==> src/rtl/trap_check_consts.svh <==
////////////////////
// Trap check constants
// Widths, class count, exception cause codes and configuration addresses
////////////////////

`ifndef TRAP_CHECK_CONSTS_SVH
`define TRAP_CHECK_CONSTS_SVH

// Width of a PC or mepc value
`define TC_XLEN       32
// One class each for mpu fault, bus fault, illegal, ecall and ebreak
`define TC_NUM_CLASS  5
// Exception code field of mcause
`define TC_CAUSE_W    11
`define TC_CFG_ADDR_W 1

// Configuration register map
`define TC_CFG_ENABLE 1'b0
`define TC_CFG_CLEAR  1'b1

// Exception codes saved with a synchronous trap
`define TC_CAUSE_INSTR_FAULT     11'd1
`define TC_CAUSE_ILLEGAL         11'd2
`define TC_CAUSE_BREAKPOINT      11'd3
`define TC_CAUSE_ECALL_M         11'd11
`define TC_CAUSE_INSTR_BUS_FAULT 11'd24

`endif
==> src/rtl/trap_check_pkg.sv <==
////////////////////
// Trap check types
// Vector types shared by the configuration, the logs and the comparator
////////////////////

`default_nettype none

`include "trap_check_consts.svh"

package trap_check_pkg;

  // A PC as seen in write-back, or the mepc value about to be saved
  typedef logic [`TC_XLEN-1:0] pc_t;

  // Exception code part of the cause being saved
  typedef logic [`TC_CAUSE_W-1:0] cause_code_t;

  // One bit per exception class
  // Bit 0 mpu fault, bit 1 instruction bus fault, bit 2 illegal,
  // bit 3 ecall and bit 4 ebreak
  typedef logic [`TC_NUM_CLASS-1:0] class_vec_t;

  // Address of a configuration register
  typedef logic [`TC_CFG_ADDR_W-1:0] cfg_addr_t;

endpackage

`default_nettype wire

==> src/rtl/trap_check_top.sv <==
////////////////////
// Trap check top level
// Connects the configuration block, both PC logs and the comparator
////////////////////

`timescale 1ns/1ns
`default_nettype none

`include "trap_check_consts.svh"

module trap_check_top (
  input  wire logic                        clk,
  input  wire logic                        rst_ni,
  // Write-back stage
  input  wire logic                        wb_valid_i,
  input  wire trap_check_pkg::pc_t         wb_pc_i,
  input  wire logic                        wb_mpu_err_i,
  input  wire logic                        wb_bus_err_i,
  input  wire logic                        wb_illegal_i,
  input  wire logic                        wb_ecall_i,
  input  wire logic                        wb_ebreak_i,
  input  wire logic                        irq_ack_i,
  input  wire logic                        debug_pending_i,
  input  wire logic                        debug_allowed_i,
  input  wire logic                        nmi_taken_i,
  input  wire logic                        debug_mode_i,
  // Cause save
  input  wire logic                        save_cause_i,
  input  wire logic                        cause_irq_i,
  input  wire trap_check_pkg::cause_code_t cause_code_i,
  input  wire trap_check_pkg::pc_t         mepc_next_i,
  // Configuration write
  input  wire logic                        cfg_we_i,
  input  wire trap_check_pkg::cfg_addr_t   cfg_addr_i,
  input  wire trap_check_pkg::class_vec_t  cfg_wdata_i,
  // Results
  output trap_check_pkg::class_vec_t       match_o,
  output trap_check_pkg::class_vec_t       mismatch_o,
  output trap_check_pkg::class_vec_t       found_exp_o,
  output trap_check_pkg::class_vec_t       found_act_o
);

  trap_check_pkg::class_vec_t              class_en;
  logic                                    clear;
  trap_check_pkg::pc_t [`TC_NUM_CLASS-1:0] exp_pc;
  trap_check_pkg::pc_t [`TC_NUM_CLASS-1:0] act_pc;

  trap_check_cfg u_cfg (
    .clk        (clk),
    .rst_ni     (rst_ni),
    .cfg_we_i   (cfg_we_i),
    .cfg_addr_i (cfg_addr_i),
    .cfg_wdata_i(cfg_wdata_i),
    .class_en_o (class_en),
    .clear_o    (clear)
  );

  // PCs of the instructions that should have trapped
  expected_pc_log u_exp_log (
    .clk            (clk),
    .rst_ni         (rst_ni),
    .wb_valid_i     (wb_valid_i),
    .wb_pc_i        (wb_pc_i),
    .wb_mpu_err_i   (wb_mpu_err_i),
    .wb_bus_err_i   (wb_bus_err_i),
    .wb_illegal_i   (wb_illegal_i),
    .wb_ecall_i     (wb_ecall_i),
    .wb_ebreak_i    (wb_ebreak_i),
    .irq_ack_i      (irq_ack_i),
    .debug_pending_i(debug_pending_i),
    .debug_allowed_i(debug_allowed_i),
    .nmi_taken_i    (nmi_taken_i),
    .debug_mode_i   (debug_mode_i),
    .class_en_i     (class_en),
    .clear_i        (clear),
    .found_o        (found_exp_o),
    .exp_pc_o       (exp_pc)
  );

  // mepc values the core actually saved
  actual_mepc_log u_act_log (
    .clk         (clk),
    .rst_ni      (rst_ni),
    .save_cause_i(save_cause_i),
    .cause_irq_i (cause_irq_i),
    .cause_code_i(cause_code_i),
    .mepc_next_i (mepc_next_i),
    .class_en_i  (class_en),
    .clear_i     (clear),
    .found_o     (found_act_o),
    .act_pc_o    (act_pc)
  );

  mepc_compare u_compare (
    .clk        (clk),
    .rst_ni     (rst_ni),
    .clear_i    (clear),
    .found_exp_i(found_exp_o),
    .found_act_i(found_act_o),
    .exp_pc_i   (exp_pc),
    .act_pc_i   (act_pc),
    .match_o    (match_o),
    .mismatch_o (mismatch_o)
  );

endmodule

`default_nettype wire

==> src/rtl/mepc_compare.sv <==
////////////////////
// mepc comparator
// Sets a sticky match or mismatch flag per class once both logs are filled
////////////////////

`timescale 1ns/1ns
`default_nettype none

`include "trap_check_consts.svh"

module mepc_compare (
  input  wire logic                                clk,
  input  wire logic                                rst_ni,
  input  wire logic                                clear_i,
  input  wire trap_check_pkg::class_vec_t          found_exp_i,
  input  wire trap_check_pkg::class_vec_t          found_act_i,
  input  wire trap_check_pkg::pc_t [`TC_NUM_CLASS-1:0] exp_pc_i,
  input  wire trap_check_pkg::pc_t [`TC_NUM_CLASS-1:0] act_pc_i,
  output trap_check_pkg::class_vec_t               match_o,
  output trap_check_pkg::class_vec_t               mismatch_o
);

  trap_check_pkg::class_vec_t both_found;
  trap_check_pkg::class_vec_t pc_equal;
  trap_check_pkg::class_vec_t decided;
  trap_check_pkg::class_vec_t match_q;
  trap_check_pkg::class_vec_t mismatch_q;

  // A class is ready for a verdict once the expected PC and the saved
  // mepc have both been logged
  assign both_found = found_exp_i & found_act_i;
  assign decided    = match_q | mismatch_q;

  always_comb begin
    for (int c = 0; c < `TC_NUM_CLASS; c++) begin
      pc_equal[c] = (exp_pc_i[c] == act_pc_i[c]);
    end
  end

  // The verdict is taken once and then frozen
  // Exactly one of the two flags is set, so they never overlap
  always_ff @(posedge clk or negedge rst_ni) begin
    if (!rst_ni) begin
      match_q    <= '0;
      mismatch_q <= '0;
    end else if (clear_i) begin
      match_q    <= '0;
      mismatch_q <= '0;
    end else begin
      match_q    <= match_q | (both_found & ~decided & pc_equal);
      mismatch_q <= mismatch_q | (both_found & ~decided & ~pc_equal);
    end
  end

  assign match_o    = match_q;
  assign mismatch_o = mismatch_q;

endmodule

`default_nettype wire

==> src/rtl/actual_mepc_log.sv <==
////////////////////
// Actual mepc log
// Decodes saved exception causes and keeps the first mepc per class
////////////////////

`timescale 1ns/1ns
`default_nettype none

`include "trap_check_consts.svh"

module actual_mepc_log (
  input  wire logic                                clk,
  input  wire logic                                rst_ni,
  // Cause save from the controller
  input  wire logic                                save_cause_i,
  input  wire logic                                cause_irq_i,
  input  wire trap_check_pkg::cause_code_t         cause_code_i,
  input  wire trap_check_pkg::pc_t                 mepc_next_i,
  // Configuration
  input  wire trap_check_pkg::class_vec_t          class_en_i,
  input  wire logic                                clear_i,
  // Log contents
  output trap_check_pkg::class_vec_t               found_o,
  output trap_check_pkg::pc_t [`TC_NUM_CLASS-1:0]  act_pc_o
);

  logic                                     save_exc;
  trap_check_pkg::class_vec_t               class_hit;
  trap_check_pkg::class_vec_t               capture;
  trap_check_pkg::class_vec_t               found_q;
  trap_check_pkg::pc_t [`TC_NUM_CLASS-1:0]  mepc_q;

  // Saves made for interrupts are not exceptions and are skipped
  assign save_exc = save_cause_i && !cause_irq_i;

  // Map the cause code onto the same class bits as the expected log
  always_comb begin
    class_hit = '0;
    if (save_exc) begin
      case (cause_code_i)
        `TC_CAUSE_INSTR_FAULT:     class_hit[0] = 1'b1;
        `TC_CAUSE_INSTR_BUS_FAULT: class_hit[1] = 1'b1;
        `TC_CAUSE_ILLEGAL:         class_hit[2] = 1'b1;
        `TC_CAUSE_ECALL_M:         class_hit[3] = 1'b1;
        `TC_CAUSE_BREAKPOINT:      class_hit[4] = 1'b1;
        // Any other exception code is of no interest here
        default:                   class_hit = '0;
      endcase
    end
  end

  assign capture = class_hit & class_en_i & ~found_q;

  // Found bits stick until the next clear
  always_ff @(posedge clk or negedge rst_ni) begin
    if (!rst_ni) begin
      found_q <= '0;
    end else if (clear_i) begin
      found_q <= '0;
    end else begin
      found_q <= found_q | capture;
    end
  end

  // Saved mepc values, each valid once its found bit is set
  always_ff @(posedge clk) begin
    for (int c = 0; c < `TC_NUM_CLASS; c++) begin
      if (clear_i) begin
        mepc_q[c] <= '0;
      end else if (capture[c]) begin
        mepc_q[c] <= mepc_next_i;
      end
    end
  end

  assign found_o  = found_q;
  assign act_pc_o = mepc_q;

endmodule

`default_nettype wire

==> src/rtl/expected_pc_log.sv <==
////////////////////
// Expected PC log
// Classifies retiring instructions by exception priority and keeps the
// PC of the first one seen for each class
////////////////////

`timescale 1ns/1ns
`default_nettype none

`include "trap_check_consts.svh"

module expected_pc_log (
  input  wire logic                                        clk,
  input  wire logic                                        rst_ni,
  // Write-back stage
  input  wire logic                                        wb_valid_i,
  input  wire trap_check_pkg::pc_t                         wb_pc_i,
  input  wire logic                                        wb_mpu_err_i,
  input  wire logic                                        wb_bus_err_i,
  input  wire logic                                        wb_illegal_i,
  input  wire logic                                        wb_ecall_i,
  input  wire logic                                        wb_ebreak_i,
  // Conditions under which the instruction does not trap
  input  wire logic                                        irq_ack_i,
  input  wire logic                                        debug_pending_i,
  input  wire logic                                        debug_allowed_i,
  input  wire logic                                        nmi_taken_i,
  input  wire logic                                        debug_mode_i,
  // Configuration
  input  wire trap_check_pkg::class_vec_t                  class_en_i,
  input  wire logic                                        clear_i,
  // Log contents
  output trap_check_pkg::class_vec_t                       found_o,
  output trap_check_pkg::pc_t [`TC_NUM_CLASS-1:0]          exp_pc_o
);

  logic                                     qualify;
  trap_check_pkg::class_vec_t               class_hit;
  trap_check_pkg::class_vec_t               capture;
  trap_check_pkg::class_vec_t               found_q;
  trap_check_pkg::pc_t [`TC_NUM_CLASS-1:0]  pc_q;

  ////////////////////
  // Qualification
  ////////////////////

  // An interrupt, a debug entry or an NMI takes the instruction away
  // before it can raise its own exception, and nothing traps in debug mode
  assign qualify = wb_valid_i && !irq_ack_i && !(debug_pending_i && debug_allowed_i) &&
                   !nmi_taken_i && !debug_mode_i;

  // Only the highest priority exception of an instruction is taken
  always_comb begin
    class_hit = '0;
    if (qualify) begin
      if (wb_mpu_err_i) begin
        class_hit[0] = 1'b1;
      end else if (wb_bus_err_i) begin
        class_hit[1] = 1'b1;
      end else if (wb_illegal_i) begin
        class_hit[2] = 1'b1;
      end else if (wb_ecall_i) begin
        class_hit[3] = 1'b1;
      end else if (wb_ebreak_i) begin
        class_hit[4] = 1'b1;
      end
    end
  end

  ////////////////////
  // Capture
  ////////////////////

  // First occurrence only, and only for classes being checked
  assign capture = class_hit & class_en_i & ~found_q;

  // Clear wins over a capture in the same cycle
  always_ff @(posedge clk or negedge rst_ni) begin
    if (!rst_ni) begin
      found_q <= '0;
    end else if (clear_i) begin
      found_q <= '0;
    end else begin
      found_q <= found_q | capture;
    end
  end

  // The stored PC is only looked at once its found bit is set
  always_ff @(posedge clk) begin
    for (int c = 0; c < `TC_NUM_CLASS; c++) begin
      if (clear_i) begin
        pc_q[c] <= '0;
      end else if (capture[c]) begin
        pc_q[c] <= wb_pc_i;
      end
    end
  end

  assign found_o  = found_q;
  assign exp_pc_o = pc_q;

endmodule

`default_nettype wire

==> src/rtl/trap_check_cfg.sv <==
////////////////////
// Trap check configuration
// Holds the class enable mask and issues a one-cycle clear pulse
////////////////////

`timescale 1ns/1ns
`default_nettype none

`include "trap_check_consts.svh"

module trap_check_cfg (
  input  wire logic                      clk,
  input  wire logic                      rst_ni,
  input  wire logic                      cfg_we_i,
  input  wire trap_check_pkg::cfg_addr_t cfg_addr_i,
  input  wire trap_check_pkg::class_vec_t cfg_wdata_i,
  output trap_check_pkg::class_vec_t     class_en_o,
  output logic                           clear_o
);

  trap_check_pkg::class_vec_t class_en_q;
  logic                       clear_q;

  // Write strobes decoded from the address
  logic wr_enable;
  logic wr_clear;

  assign wr_enable = cfg_we_i && (cfg_addr_i == `TC_CFG_ENABLE);
  assign wr_clear  = cfg_we_i && (cfg_addr_i == `TC_CFG_CLEAR);

  // Every class is checked until software masks it off
  always_ff @(posedge clk or negedge rst_ni) begin
    if (!rst_ni) begin
      class_en_q <= {`TC_NUM_CLASS{1'b1}};
    end else if (wr_enable) begin
      class_en_q <= cfg_wdata_i;
    end
  end

  // The clear command is a pulse, the written data is ignored
  // It falls again on the next edge unless another clear write follows
  always_ff @(posedge clk or negedge rst_ni) begin
    if (!rst_ni) begin
      clear_q <= 1'b0;
    end else begin
      clear_q <= wr_clear;
    end
  end

  assign class_en_o = class_en_q;
  assign clear_o    = clear_q;

endmodule

`default_nettype wire

==> config.mk <==
export PLATFORM = sky130hd
export DESIGN_NAME = trap_check_top
export DESIGN_NICKNAME = d
export VERILOG_FILES = /design/src/rtl/trap_check_pkg.sv /design/src/rtl/trap_check_top.sv /design/src/rtl/mepc_compare.sv /design/src/rtl/actual_mepc_log.sv /design/src/rtl/expected_pc_log.sv /design/src/rtl/trap_check_cfg.sv
export VERILOG_INCLUDE_DIRS = /design/src /design/src/rtl
export SDC_FILE = /design/constraint.sdc
export NUM_CORES = 1
export LEC_CHECK = 0
export BUFFER_PORTS_ARGS = -buffer_cell sky130_fd_sc_hd__buf_4
export CAP_MARGIN = 10
export CORE_ASPECT_RATIO = 0.9
export CORE_UTILIZATION = 40
export CTS_CLUSTER_DIAMETER = 40
export DETAILED_ROUTE_END_ITERATION = 6
export GPL_TIMING_DRIVEN = 1
export PLACE_DENSITY_LB_ADDON = 0.05
export SYNTH_ARGS = -nofsm -noshare
export SYNTH_HDL_FRONTEND = slang
export SYNTH_HIERARCHICAL = 1
export SYNTH_SLANG_ARGS = --single-unit
==> constraint.sdc <==
create_clock -name clk -period 2.7 [get_ports clk]
set_clock_uncertainty 0.1 [all_clocks]
set_input_delay 0.675 -clock clk [delete_from_list [all_inputs] [get_ports clk]]
set_output_delay 0.675 -clock clk [all_outputs]
set_load 0.01 [all_outputs]
-- Word-level counts from Yosys, hierarchy flattened
Index checks and enable logic that the tools add are counted.
- latch bits: 0
- logic and storage cells: 77
- output and inout port bits: 20
- memory bits (writable): 0
- memories kept: 0
- register bits after elaboration: 346
- bits in read-only memories: 0
- bitwise gates (word level): 18
- shift-type cells: 0
- add/sub/neg operators: 0
- divide/modulo/power cells: 0
- reductions and logical operators: 13
- muxes and demuxes: 20
- equal/unequal tests: 10
- multiply operators: 0
- $lt $le $gt $ge: 0
- operator list (cell ; number):
    == test 32 bit ; 5
    bitwise AND 5 bit ; 8
    two-way mux 5 bit ; 6
    bitwise OR 5 bit ; 5
    == test 11 x 2 -> 1 bit, second input constant ; 2
    inverter 5 bit ; 4
    == test 11 x 1 -> 1 bit, second input constant ; 1
    == test 11 x 4 -> 1 bit, second input constant ; 1
    == test 11 x 5 -> 1 bit, second input constant ; 1
    two-way mux 1 bit ; 11
    logical AND 1 bit ; 8
    logical NOT 1 bit ; 5
    two-way mux 4 bit ; 1
    two-way mux 3 bit ; 1
    two-way mux 2 bit ; 1
    inverter 1 bit ; 1

-- Logic depth before layout (Yosys ltp)
Gate-level depths: netlist of run 1.
- word-level depth: 10
- gate-level depth with buffers: 5

-- By module
The synthesis of run 1 kept the hierarchy.
- modules (own cells, without submodules) (module ; area each (µm²) ; instances ; cells an instance):
    actual_mepc_log ; 6736.5 ; 1 ; 593
    expected_pc_log ; 6626.4 ; 1 ; 580
    mepc_compare ; 2142.1 ; 1 ; 251
    trap_check_cfg ; 234.0 ; 1 ; 13

-- Worst setup path after synthesis of run 1
No wires, ideal clock.
- path type: input to register
- start: input port cause_code_i[5]
- end: register u_act_log.mepc_q (netlist bit u_act_log/act_pc_o[118])
- library setup time: 122 ps
- arrival time: 1662 ps
- buffers on the path: 2
- path slack: 816 ps
- stages on the path: 5
- path through: nor4_2 buf_4 nand4_4 buf_6 mux2i_1
- cells in the longest elaborated chain, start to end: 5
- RTL lines (what ; RTL line ; source):
    start: declaration ; trap_check_top.sv:30 ; input wire trap_check_pkg::cause_code_t cause_code_i,
    == test 11 x 4 -> 1 bit ; actual_mepc_log.sv:40 ; case (cause_code_i)
    two-way mux 1 bit ; actual_mepc_log.sv:40 ;
    two-way mux 5 bit ; actual_mepc_log.sv:39 ; if (save_exc) begin
    bitwise AND 5 bit (2 in a row) ; actual_mepc_log.sv:52 ; assign capture = class_hit & class_en_i & ~found_q;
    end signal: indexed assignment ; actual_mepc_log.sv:71 ; mepc_q[c] <= mepc_next_i;
    end: declaration ; actual_mepc_log.sv:31 ; trap_check_pkg::pc_t [`TC_NUM_CLASS-1:0] mepc_q;
No other way between the ends.
A chain may end at the register's enable or synchronous reset.

-- Worst setup path after layout of run 1
- start: register u_act_log.mepc_q (netlist bit u_act_log/act_pc_o[47])
- end: register u_compare.match_q[1], in the netlist u_compare/match_o[1]
- cells in the longest elaborated chain, start to end: 4
- RTL lines (what ; RTL line ; source):
    == test 32 bit ; mepc_compare.sv:36 ; pc_equal[c] = (exp_pc_i[c] == act_pc_i[c]);
    bitwise AND 5 bit ; mepc_compare.sv:50 ; match_q <= match_q | (both_found & ~decided & pc_equal);
    bitwise OR 5 bit ; mepc_compare.sv:50 ;
    two-way mux 5 bit ; mepc_compare.sv:46 ; end else if (clear_i) begin
    end signal: assignment ; mepc_compare.sv:50 ;
    end: declaration ; mepc_compare.sv:26 ; trap_check_pkg::class_vec_t match_q;
No other way between the ends.

==> reports/results.txt, run 1 <==
GRT met1 Usage: 0.3216
Power Density: 682.5 nW/um^2
MaxCap Viol Count: 0
R2R depth: 6
TritonCTS clock tree: done
Slowest-stage cell, CP: xnor2_1
Initial Util: 0.4084
Synth Flop Type: dfxtp_1
Critical path peak fanout: 2
Gr usage total: 0.2223
CP Cell Sequence: xnor2_1 -> nand4_1 -> nor4_1 -> buf_4 -> nand2_1 -> o32ai_1
Hold depth: 2
Ys Warns: 6
Storage cell area: 7067 um^2
Tcrit/Tclk final: 0.7872
Post-Place Cell Area: 17100 um^2
Post-CTS sizing: 0
Layout Nets: 1650
# clock sinks: 346
Area Overhead vs Synth: 20.23%
Crit Path Class: reg -> reg
Area occupied by multi-input gates: 8149 um^2
Ys async rst share: 0.07514
RSZ-0062 raised after global routing: false
Gr busiest metal: met2
Routing usage on met3: 0.03070
# diodes: 0
Element type at the critical path start: register
DRC: 0
CTS max path bufs: 3
Yosys reg bits: 346
Die area: 40150 um^2
Setup Fix Bufs, Post-CTS: 0
CP required: 3060 ps
DRT Pass-1 Iters: 7
Post-synth design cell area: 15740 um^2
Area contributors post-synth: dfxtp_1, mux2i_1, nand2b_1, xnor2_1, dfrtp_1
Routed WL: 43.63 mm
Layout cells sized above 1: 0.1633
Fin crit period: 2125 ps
Status: completed
Final Util: 0.4910
Area leader, netlist: dfxtp_1
Most frequent cells in the layout: nand2b_1, mux2i_1, dfxtp_1, buf_4, xnor2_1
Distinct cells, synth: 44
Max-slew headroom: 0.5411
EDFF count, synth: 0
WL/cell: 20.61 um
FMAX: 0.4705 GHz
Die width: 211.1 um
Die H: 190.2 um
Largest net degree at the start of global routing: 124
IO Pins: 117
Slowest stage delay, CP: 420 ps
Layout fillers: 3560
Post-DR vias/cell: 4.841
Vias in the first global route: 10530
Fin. Hold Viols: 0
Worst path arrival time: 2490 ps
LEAKAGE: 8.944 nW
Slew Viols, Final: 0
Row count: 68
Synthesized area per cell: 10.95 um^2
Post-synthesis sequential area ratio: 0.4488
Most common cell after layout, fill and taps aside: nand2b_1
Antenna Violating Nets Remaining: 0
VDD IR max: 0.3734 mV
Post-synth top area share: 0.4070
CTS clock-pin slew for the worst setup and hold paths: 50 ps
DRT iter0 DRCs: 521
Setup violators final: 0
DR vias: 10250
Initial antenna violation count: 0
Core footprint: 38540 um^2
CTS root buf: clkbuf_16
I/O Buffers: 116
Met2 Resource Use GR: 0.3456
Worst slew pin tran: 682.1 ps
First-pass GRT wire length: 66.17 mm
Routability cong.: 0.8060
Mapped Cells: 1437
Endpoint type of the worst setup path: register
Total gr overflow: 0
Setup TNS: 0 ps
Final instance area: 18920 um^2
Worst skew pair latency: 570 ps
Min-delay worst type: in -> reg
Clock buffer count from CTS: 50
DP HPWL: 28.69 mm
H-tree depth: 2
Synth Net Count: 1534
==> per-stage QoR <==
| step | worst slack, ps | instances | hold WS (ps) | power (W) |
|---|---|---|---|---|
| 6_report | 574.5 | 2117 | 233.6 | 0.01291 |
| 5_1_grt | 541.7 | 2117 | 222.7 | 0.01334 |
| 4_1_cts | 626.4 | 2117 | 205.7 | 0.01309 |
| 3_5_place_dp | 434.1 | 2025 | 375.1 | 0.005987 |
| 3_3_place_gp | 459.6 | 2025 | 370.4 | 0.005984 |
| 2_1_floorplan | 815.8 | 1437 | 279.4 | 0.005641 |
==> routing by layer <==
metal,wire length (um),vias up,part of all wire
met3,1671,51,0.038
li1,-,5081,-
met5,0,-,0
met1,21930,4969,0.50
met2,19310,148,0.44
met4,726,0,0.017
==> logic make-up after synthesis <==
logic type,synth area share
buf+inv,0.03355
xor+xnor,0.08904
compound gates,0.01153
flops,0.4488
mux,0.2071
simple gates,0.2100
==> worst max-delay path, delay by kind of cell, from the launching register on <==
kind / cells / cell delay (ps)
buffers and inverters: 1 / 190
xor gates and xnor gates: 1 / 420
DFF: 1 / 310
and+or+nand+nor: 3 / 680
AOI/OAI and AO/OA: 1 / 310
==> repair_timing <==
action,in CTS,in global routing
hold buffers,1,0
endpoints found under the hold margin,21,0
setup endpoints to repair,0,0
==> synth_stat cells, drive strengths merged, types with 4 or more instances <==
library cell  count
a22o              5
a41oi             4
and4bb            5
buf              33
clkbuf           44
dfrtp            21
dfstp             5
dfxtp           320
inv               8
mux2              5
mux2i           320
nand2             5
nand2b          384
nand3             6
nand4            43
nor2             14
nor2b             4
nor4             17
nor4b             4
o32ai             5
xnor2           128
xor2             32
==> report_power, final <==
group | switching, W | internal (W) | total [W] | leakage, nW
clock network | 0.00240 | 0.00464 | 0.00705 | 0.890
logic | 0.000376 | 0.000295 | 0.000671 | 5.13
registers | 0.0000344 | 0.00516 | 0.00520 | 2.92
total | 0.00281 | 0.0101 | 0.0129 | 8.94
==> final cells by class <==
type / instances / area share
flip-flops and latches: 346 / 0.3734
clock buffers: 70 / 0.07769
clock inverters: 21 / 0.01838
multi-input cells: 1005 / 0.4306
repair buffers: 141 / 0.06334
inverters: 9 / 0.001785
well taps: 525 / 0.03471
==> registers in the layout, indices dropped and copies added, names as in the netlist <==
signal / count
u_act_log/act_pc_o: 160
u_cfg/clear_o: 1
u_act_log/found_o: 5
u_exp_log/found_o: 5
u_compare/mismatch_o: 5
u_exp_log/exp_pc_o: 160
u_cfg/class_en_o: 5
u_compare/match_o: 5
==> final timing paths <==
| kind | slack (ps) | from | endpoint |
|---|---|---|---|
| setup / recovery | 570 | u_act_log/act_pc_o[47] | u_compare/match_o[1] |
| hold / removal | 230 | cfg_wdata_i[2] | u_cfg/class_en_o[2] |
| setup reg to reg | 570 | u_act_log/act_pc_o[47] | u_compare/match_o[1] |
| hold reg to reg | 380 | u_act_log/act_pc_o[5] | u_act_log/act_pc_o[5] |
| max in group asynchronous | 1730 | rst_ni | u_cfg/class_en_o[1] |
| min in group asynchronous | 460 | rst_ni | u_act_log/found_o[2] |
Power figures use the tool's default switching activity.
==> run 2, diff against run 1 <==
- clock period: 2.7 -> 2.2 ns (I/O delays scaled with it)
==> reports/results.txt, run 2 (same netlist as run 1, synthesis figures left out) <==
DRT iter0 DRCs: 475 (-8.8%)
Most common cell after layout, fill and taps aside: nand2b_1
Die H: 190.2 um (unchanged)
Largest net degree at the start of global routing: 88 (-29%)
FMAX: 0.4785 GHz (+1.7%)
Area Overhead vs Synth: 22.00%
CTS clock-pin slew for the worst setup and hold paths: 50 ps (about the same)
Post-CTS sizing: 0 (unchanged)
FF-to-FF End: u_compare/match_o[0]
Fin. Hold Viols: 0 (unchanged)
Min-delay worst type: in -> reg
Endpoint type of the worst setup path: register
CTS max path bufs: 3 (unchanged)
Worst slew pin tran: 519.9 ps (-162.3 ps)
Routed WL: 44.14 mm (+1.2%)
Overall Power: 0.01619 W (+25%)
Worst path arrival time: 2460 ps (-30 ps)
IO Pins: 117 (unchanged)
Max-slew headroom: 0.6502 (+0.1092)
Crit Path Class: reg -> reg
Status: completed
Layout cells sized above 1: 0.1809 (+0.01755)
Setup Fix Bufs, Post-CTS: 0 (unchanged)
Initial Util: 0.4084 (unchanged)
Hold Path Origin: cfg_wdata_i[1]
# diodes: 0 (unchanged)
Number of hold buffers added after cts: 1 (unchanged)
Hold depth: 2 (unchanged)
LEAKAGE: 9.107 nW (+1.8%)
I/O Buffers: 116 (unchanged)
WL/cell: 20.58 um (-0.16%)
MaxCap Viol Count: 0 (unchanged)
Antenna Violating Nets Remaining: 0 (unchanged)
CP Cell Sequence: xnor2_1 -> nand4_1 -> nor4_1 -> buf_4 -> nand2_1 -> o32ai_1
Die area: 40150 um^2 (unchanged)
Slowest stage delay, CP: 360 ps (-60 ps)
VDD IR max: 0.5537 mV (+48%)
DRT Pass-1 Iters: 4 (-3)
RR Startpoint: u_act_log/act_pc_o[5]
Vias in the first global route: 10520 (-0.076%)
Total gr overflow: 0 (unchanged)
DR vias: 10460 (+2.0%)
Slowest-stage cell, CP: xnor2_1
R2R Setup Slk: 110 ps (-460 ps)
Setup violators final: 0 (unchanged)
RSZ-0062 raised after global routing: false
# clock sinks: 346 (unchanged)
Post-DR vias/cell: 4.875 (+0.70%)
Element type at the critical path start: register
Critical path peak fanout: 2 (unchanged)
DP HPWL: 29.48 mm (+2.7%)
CTS root buf: clkbuf_16
Worst skew pair latency: 570 ps (about the same)
Delay-heaviest family, CP: simple AND/OR/NAND/NOR gates
Routability cong.: 0.7802 (-3.2%)
Slew Viols, Final: 0 (unchanged)
Gr usage total: 0.2229 (+0.0006027)
Die width: 211.1 um (unchanged)
Setup TNS: 0 ps (unchanged)
TritonCTS clock tree: done
Layout Nets: 1673 (+1.4%)
H-tree depth: 2 (unchanged)
Most frequent cells in the layout: nand2b_1, mux2i_1, dfxtp_1, buf_4, xnor2_1
Clock buffer count from CTS: 55 (+10%)
Hold EP: u_cfg/class_en_o[1]
Worst path bufs/invs: 1 (unchanged)
Initial antenna violation count: 0 (unchanged)
R2R depth: 6 (unchanged)
Row count: 68 (unchanged)
First-pass GRT wire length: 66.41 mm (+0.35%)
Fin crit period: 2090 ps (-35.41 ps)
Core footprint: 38540 um^2 (unchanged)
Tcrit/Tclk final: 0.9500 (+0.1628)
DRC: 0 (unchanged)
CP required: 2570 ps (-490 ps)
Power Density: 843.4 nW/um^2 (+24%)
## run 2: cell types whose count changed in the layout (fill, tap and decap cells not counted), sizes merged
cell / before / now
inv: 11 / 15
bufinv: 9 / 8
buf: 140 / 158
clkbuf: 70 / 65
clkinv: 8 / 18
clkinvlp: 2 / 4
## run 2: worst max path at each step
stage               depth (start not counted)             startpoint                 endpoint
finish                                      6  u_act_log/act_pc_o[5]     u_compare/match_o[0]
global route                                6  u_act_log/act_pc_o[5]     u_compare/match_o[0]
CTS                                         6  u_act_log/act_pc_o[5]     u_compare/match_o[0]
detailed placement                          6  u_act_log/act_pc_o[5]     u_compare/match_o[0]
global placement                            6        cause_code_i[5]    u_act_log/act_pc_o[9]
floorplan                                   5        cause_code_i[5]  u_act_log/act_pc_o[118]
## run 2: worst register-to-register path: cells and delay by family (launching register included)
kind                   cells  cell delay (ps)
XOR/XNOR                   1              360
flip-flops                 1              320
buffers and inverters      1              180
AND/OR/NAND/NOR            3              730
AO/OA/AOI/OAI              1              320
## run 2: metal layers
metal  vias up  wire length, um  part of all wire  track usage
li1       5147                -                 -            -
met1      5082            22270              0.50       0.3225
met2       179            19640              0.44       0.3474
met3        49             1655             0.037      0.03466
met4         0              571             0.013      0.04849
met5         -                0                 0            0
## run 2: per-stage QoR
step                      setup slack, ps  instances  instance area (um^2)  utilization  hold slack, ps
final                               109.9       2145                 19200       0.4982           117.6
after global routing                19.54       2145                 19200       0.4982           111.3
after CTS                           83.39       2145                 19200       0.4982           91.07
after detailed placement            81.38       2043                 17270       0.4480           376.6
after global placement              120.7       2043                 17270       0.4480           370.3
after floorplan                     440.8       1437                 15740            -           154.4
## run 2: final cells by class
class | instances | area (um^2)
tap | 525 | 656.9
clock buffer | 65 | 1485
multi-input combinational | 1005 | 8149
clock inverter | 36 | 437.9
inverter | 9 | 33.78
fill | 3545 | 19340
sequential | 346 | 7067
timing repair buffer | 159 | 1371
## run 2: where the power goes
group          leakage (nW)  switching (W)  internal [W]
Clock                 0.948        0.00318       0.00578
Combinational          5.24       0.000478      0.000382
Sequential             2.92      0.0000405       0.00634
==> run 3, diff against run 2 <==
- CAP_MARGIN: 10 -> not set
- RECOVER_POWER: not set -> 100
==> reports/results.txt, run 3 (same netlist as run 1, synthesis figures left out) <==
Status: completed
First-pass GRT wire length: 66.41 mm (unchanged)
Crit Path Class: reg -> reg
Max-slew headroom: 0.4734 (-0.1768)
Comb power frac: 0.053 (about the same)
Initial Util: 0.4084 (unchanged)
Clock power frac: 0.554 (about the same)
Worst path arrival time: 2500 ps (+40 ps)
Row count: 68 (unchanged)
Core footprint: 38540 um^2 (unchanged)
Largest net degree at the start of global routing: 88 (unchanged)
Place WS: 81.38 ps (unchanged)
Die H: 190.2 um (unchanged)
CP Cell Sequence: nor4b_1 -> and4_2 -> clkbuf_4 -> mux2i_1
DRT Pass-1 Iters: 4 (unchanged)
Metal2 WL: 19.68 mm (+0.20%)
Die area: 40150 um^2 (unchanged)
DP HPWL: 29.48 mm (unchanged)
Overall Power: 0.01618 W (about the same)
Element type at the critical path start: register
Storage cell area: 7067 um^2 (unchanged)
Hold depth: 2 (unchanged)
Fin crit period: 2117 ps (+27.25 ps)
Post-CTS sizing: 0 (unchanged)
WL/cell: 20.59 um (about the same)
RSZ-0062 raised after global routing: false
Setup TNS: 0 ps (unchanged)
Worst skew pair latency: 570 ps (about the same)
Routed WL: 44.17 mm (about the same)
H-tree depth: 2 (unchanged)
I/O Buffers: 116 (unchanged)
Endpoint type of the worst setup path: register
Die width: 211.1 um (unchanged)
RR Startpoint: u_act_log/found_o[0]
FF-to-FF End: u_act_log/act_pc_o[9]
Area Overhead vs Synth: 20.57%
Delay-heaviest family, CP: simple AND/OR/NAND/NOR gates
CTS clock-pin slew for the worst setup and hold paths: 50 ps (about the same)
CP required: 2590 ps (+20 ps)
Worst slew pin tran: 789.9 ps (+270.0 ps)
Most frequent cells in the layout: nand2b_1, mux2i_1, dfxtp_1, xnor2_1, buf_4
Area occupied by multi-input gates: 8137 um^2 (-0.15%)
PnR worst setup slack: 82.68 ps (-27.25 ps)
Vias in the first global route: 10520 (unchanged)
DRT iter0 DRCs: 495 (+4.2%)
Switching power total: 0.003697 W (about the same)
Sw Ratio: 0.2285 (about the same)
R2R depth: 4 (-2)
Layout cells sized above 1: 0.1605 (-0.02037)
Critical path peak fanout: 23 (+21)
Slowest-stage cell, CP: clkbuf_4
Setup violators final: 0 (unchanged)
Min-delay worst type: in -> reg
Fin. Hold Viols: 0 (unchanged)
Tcrit/Tclk final: 0.9624 (+0.01239)
DRC: 0 (unchanged)
VDD IR max: 0.5519 mV (-0.34%)
TritonCTS clock tree: done
Total gr overflow: 0 (unchanged)
Initial antenna violation count: 0 (unchanged)
IO Pins: 117 (unchanged)
CTS root buf: clkbuf_16
Antenna Violating Nets Remaining: 0 (unchanged)
Uppermost routed layer: met4
CTS max path bufs: 3 (unchanged)
Layout fillers: 3581 (+1.0%)
# clock sinks: 346 (unchanged)
Clock buffer count from CTS: 55 (unchanged)
DR WL met3: 1.382 mm (-16%)
MaxCap Viol Count: 0 (unchanged)
Slew Viols, Final: 0 (unchanged)
Setup Fix Bufs, Post-CTS: 0 (unchanged)
Routability cong.: 0.7802 (unchanged)
Internal: 0.01249 W (about the same)
Hold Path Origin: cfg_wdata_i[1]
Met1 WL: 22.57 mm (+1.4%)
Hold EP: u_cfg/class_en_o[1]
Worst path bufs/invs: 1 (unchanged)
LEAKAGE: 8.941 nW (-1.8%)
# diodes: 0 (unchanged)
Slowest stage delay, CP: 470 ps (+110 ps)
Sequential Power Share: 0.394 (about the same)
FMAX: 0.4723 GHz (-1.3%)
Most common cell after layout, fill and taps aside: nand2b_1
Post-DR vias/cell: 4.871 (about the same)
Power Density: 852.9 nW/um^2 (+1.1%)
R2R Setup Slk: 80 ps (-30 ps)
DR vias: 10450 (-0.077%)
Gr usage total: 0.2229 (unchanged)
Layout Nets: 1673 (unchanged)
## run 3: area by class of cell
| class | instances | share of cell area |
|---|---|---|
| multi-input combinational | 1005 | 0.4288 |
| sequential | 346 | 0.3724 |
| clock buffer | 65 | 0.07827 |
| timing repair buffer | 159 | 0.06106 |
| tap | 525 | 0.03462 |
| clock inverter | 36 | 0.02308 |
| inverter | 9 | 0.001780 |
## run 3: power by group through the flow
| stage | clock, W | combinational (W) | sequential [W] |
|---|---|---|---|
| 2_1_floorplan | 0 | 0.000434 | 0.00649 |
| 3_3_place_gp | 0 | 0.000873 | 0.00651 |
| 3_5_place_dp | 0 | 0.000875 | 0.00651 |
| 4_1_cts | 0.00916 | 0.000880 | 0.00638 |
| 5_1_grt | 0.00945 | 0.000915 | 0.00637 |
| 6_report | 0.00896 | 0.000855 | 0.00637 |
## run 3: how the worst max path moves through the flow
stage	start	end	slack [ps]	depth (start not counted)
2_1_floorplan	cause_code_i[5]	u_act_log/act_pc_o[118]	440	5
3_3_place_gp	cause_code_i[5]	u_act_log/act_pc_o[9]	120	6
3_5_place_dp	u_act_log/act_pc_o[5]	u_compare/match_o[0]	80	6
4_1_cts	u_act_log/act_pc_o[5]	u_compare/match_o[0]	80	6
5_1_grt	u_act_log/found_o[0]	u_act_log/act_pc_o[0]	10	4
6_report	u_act_log/found_o[0]	u_act_log/act_pc_o[9]	80	4
## run 3: per-layer routing
metal  track usage  vias up
met2        0.3474      171
met3       0.03466       47
met4       0.04849        0
met5             0        -
li1              -     5149
met1        0.3225     5082
## run 3: timing repair
action,4_1_cts,5_1_grt
endpoints found under the setup margin,0,0
hold endpoints to repair,21,0
hold buffers,1,0
## run 3: per-stage QoR
| stage | hold slack (ps) | instances | instance area, um^2 | utilization |
|---|---|---|---|---|
| finish | 120.7 | 2145 | 18980 | 0.4923 |
| global route | 114.0 | 2145 | 18980 | 0.4923 |
| CTS | 91.07 | 2145 | 19200 | 0.4982 |
| detailed placement | 376.6 | 2043 | 17270 | 0.4480 |
| global placement | 370.3 | 2043 | 17270 | 0.4480 |
| floorplan | 154.4 | 1437 | 15740 | - |
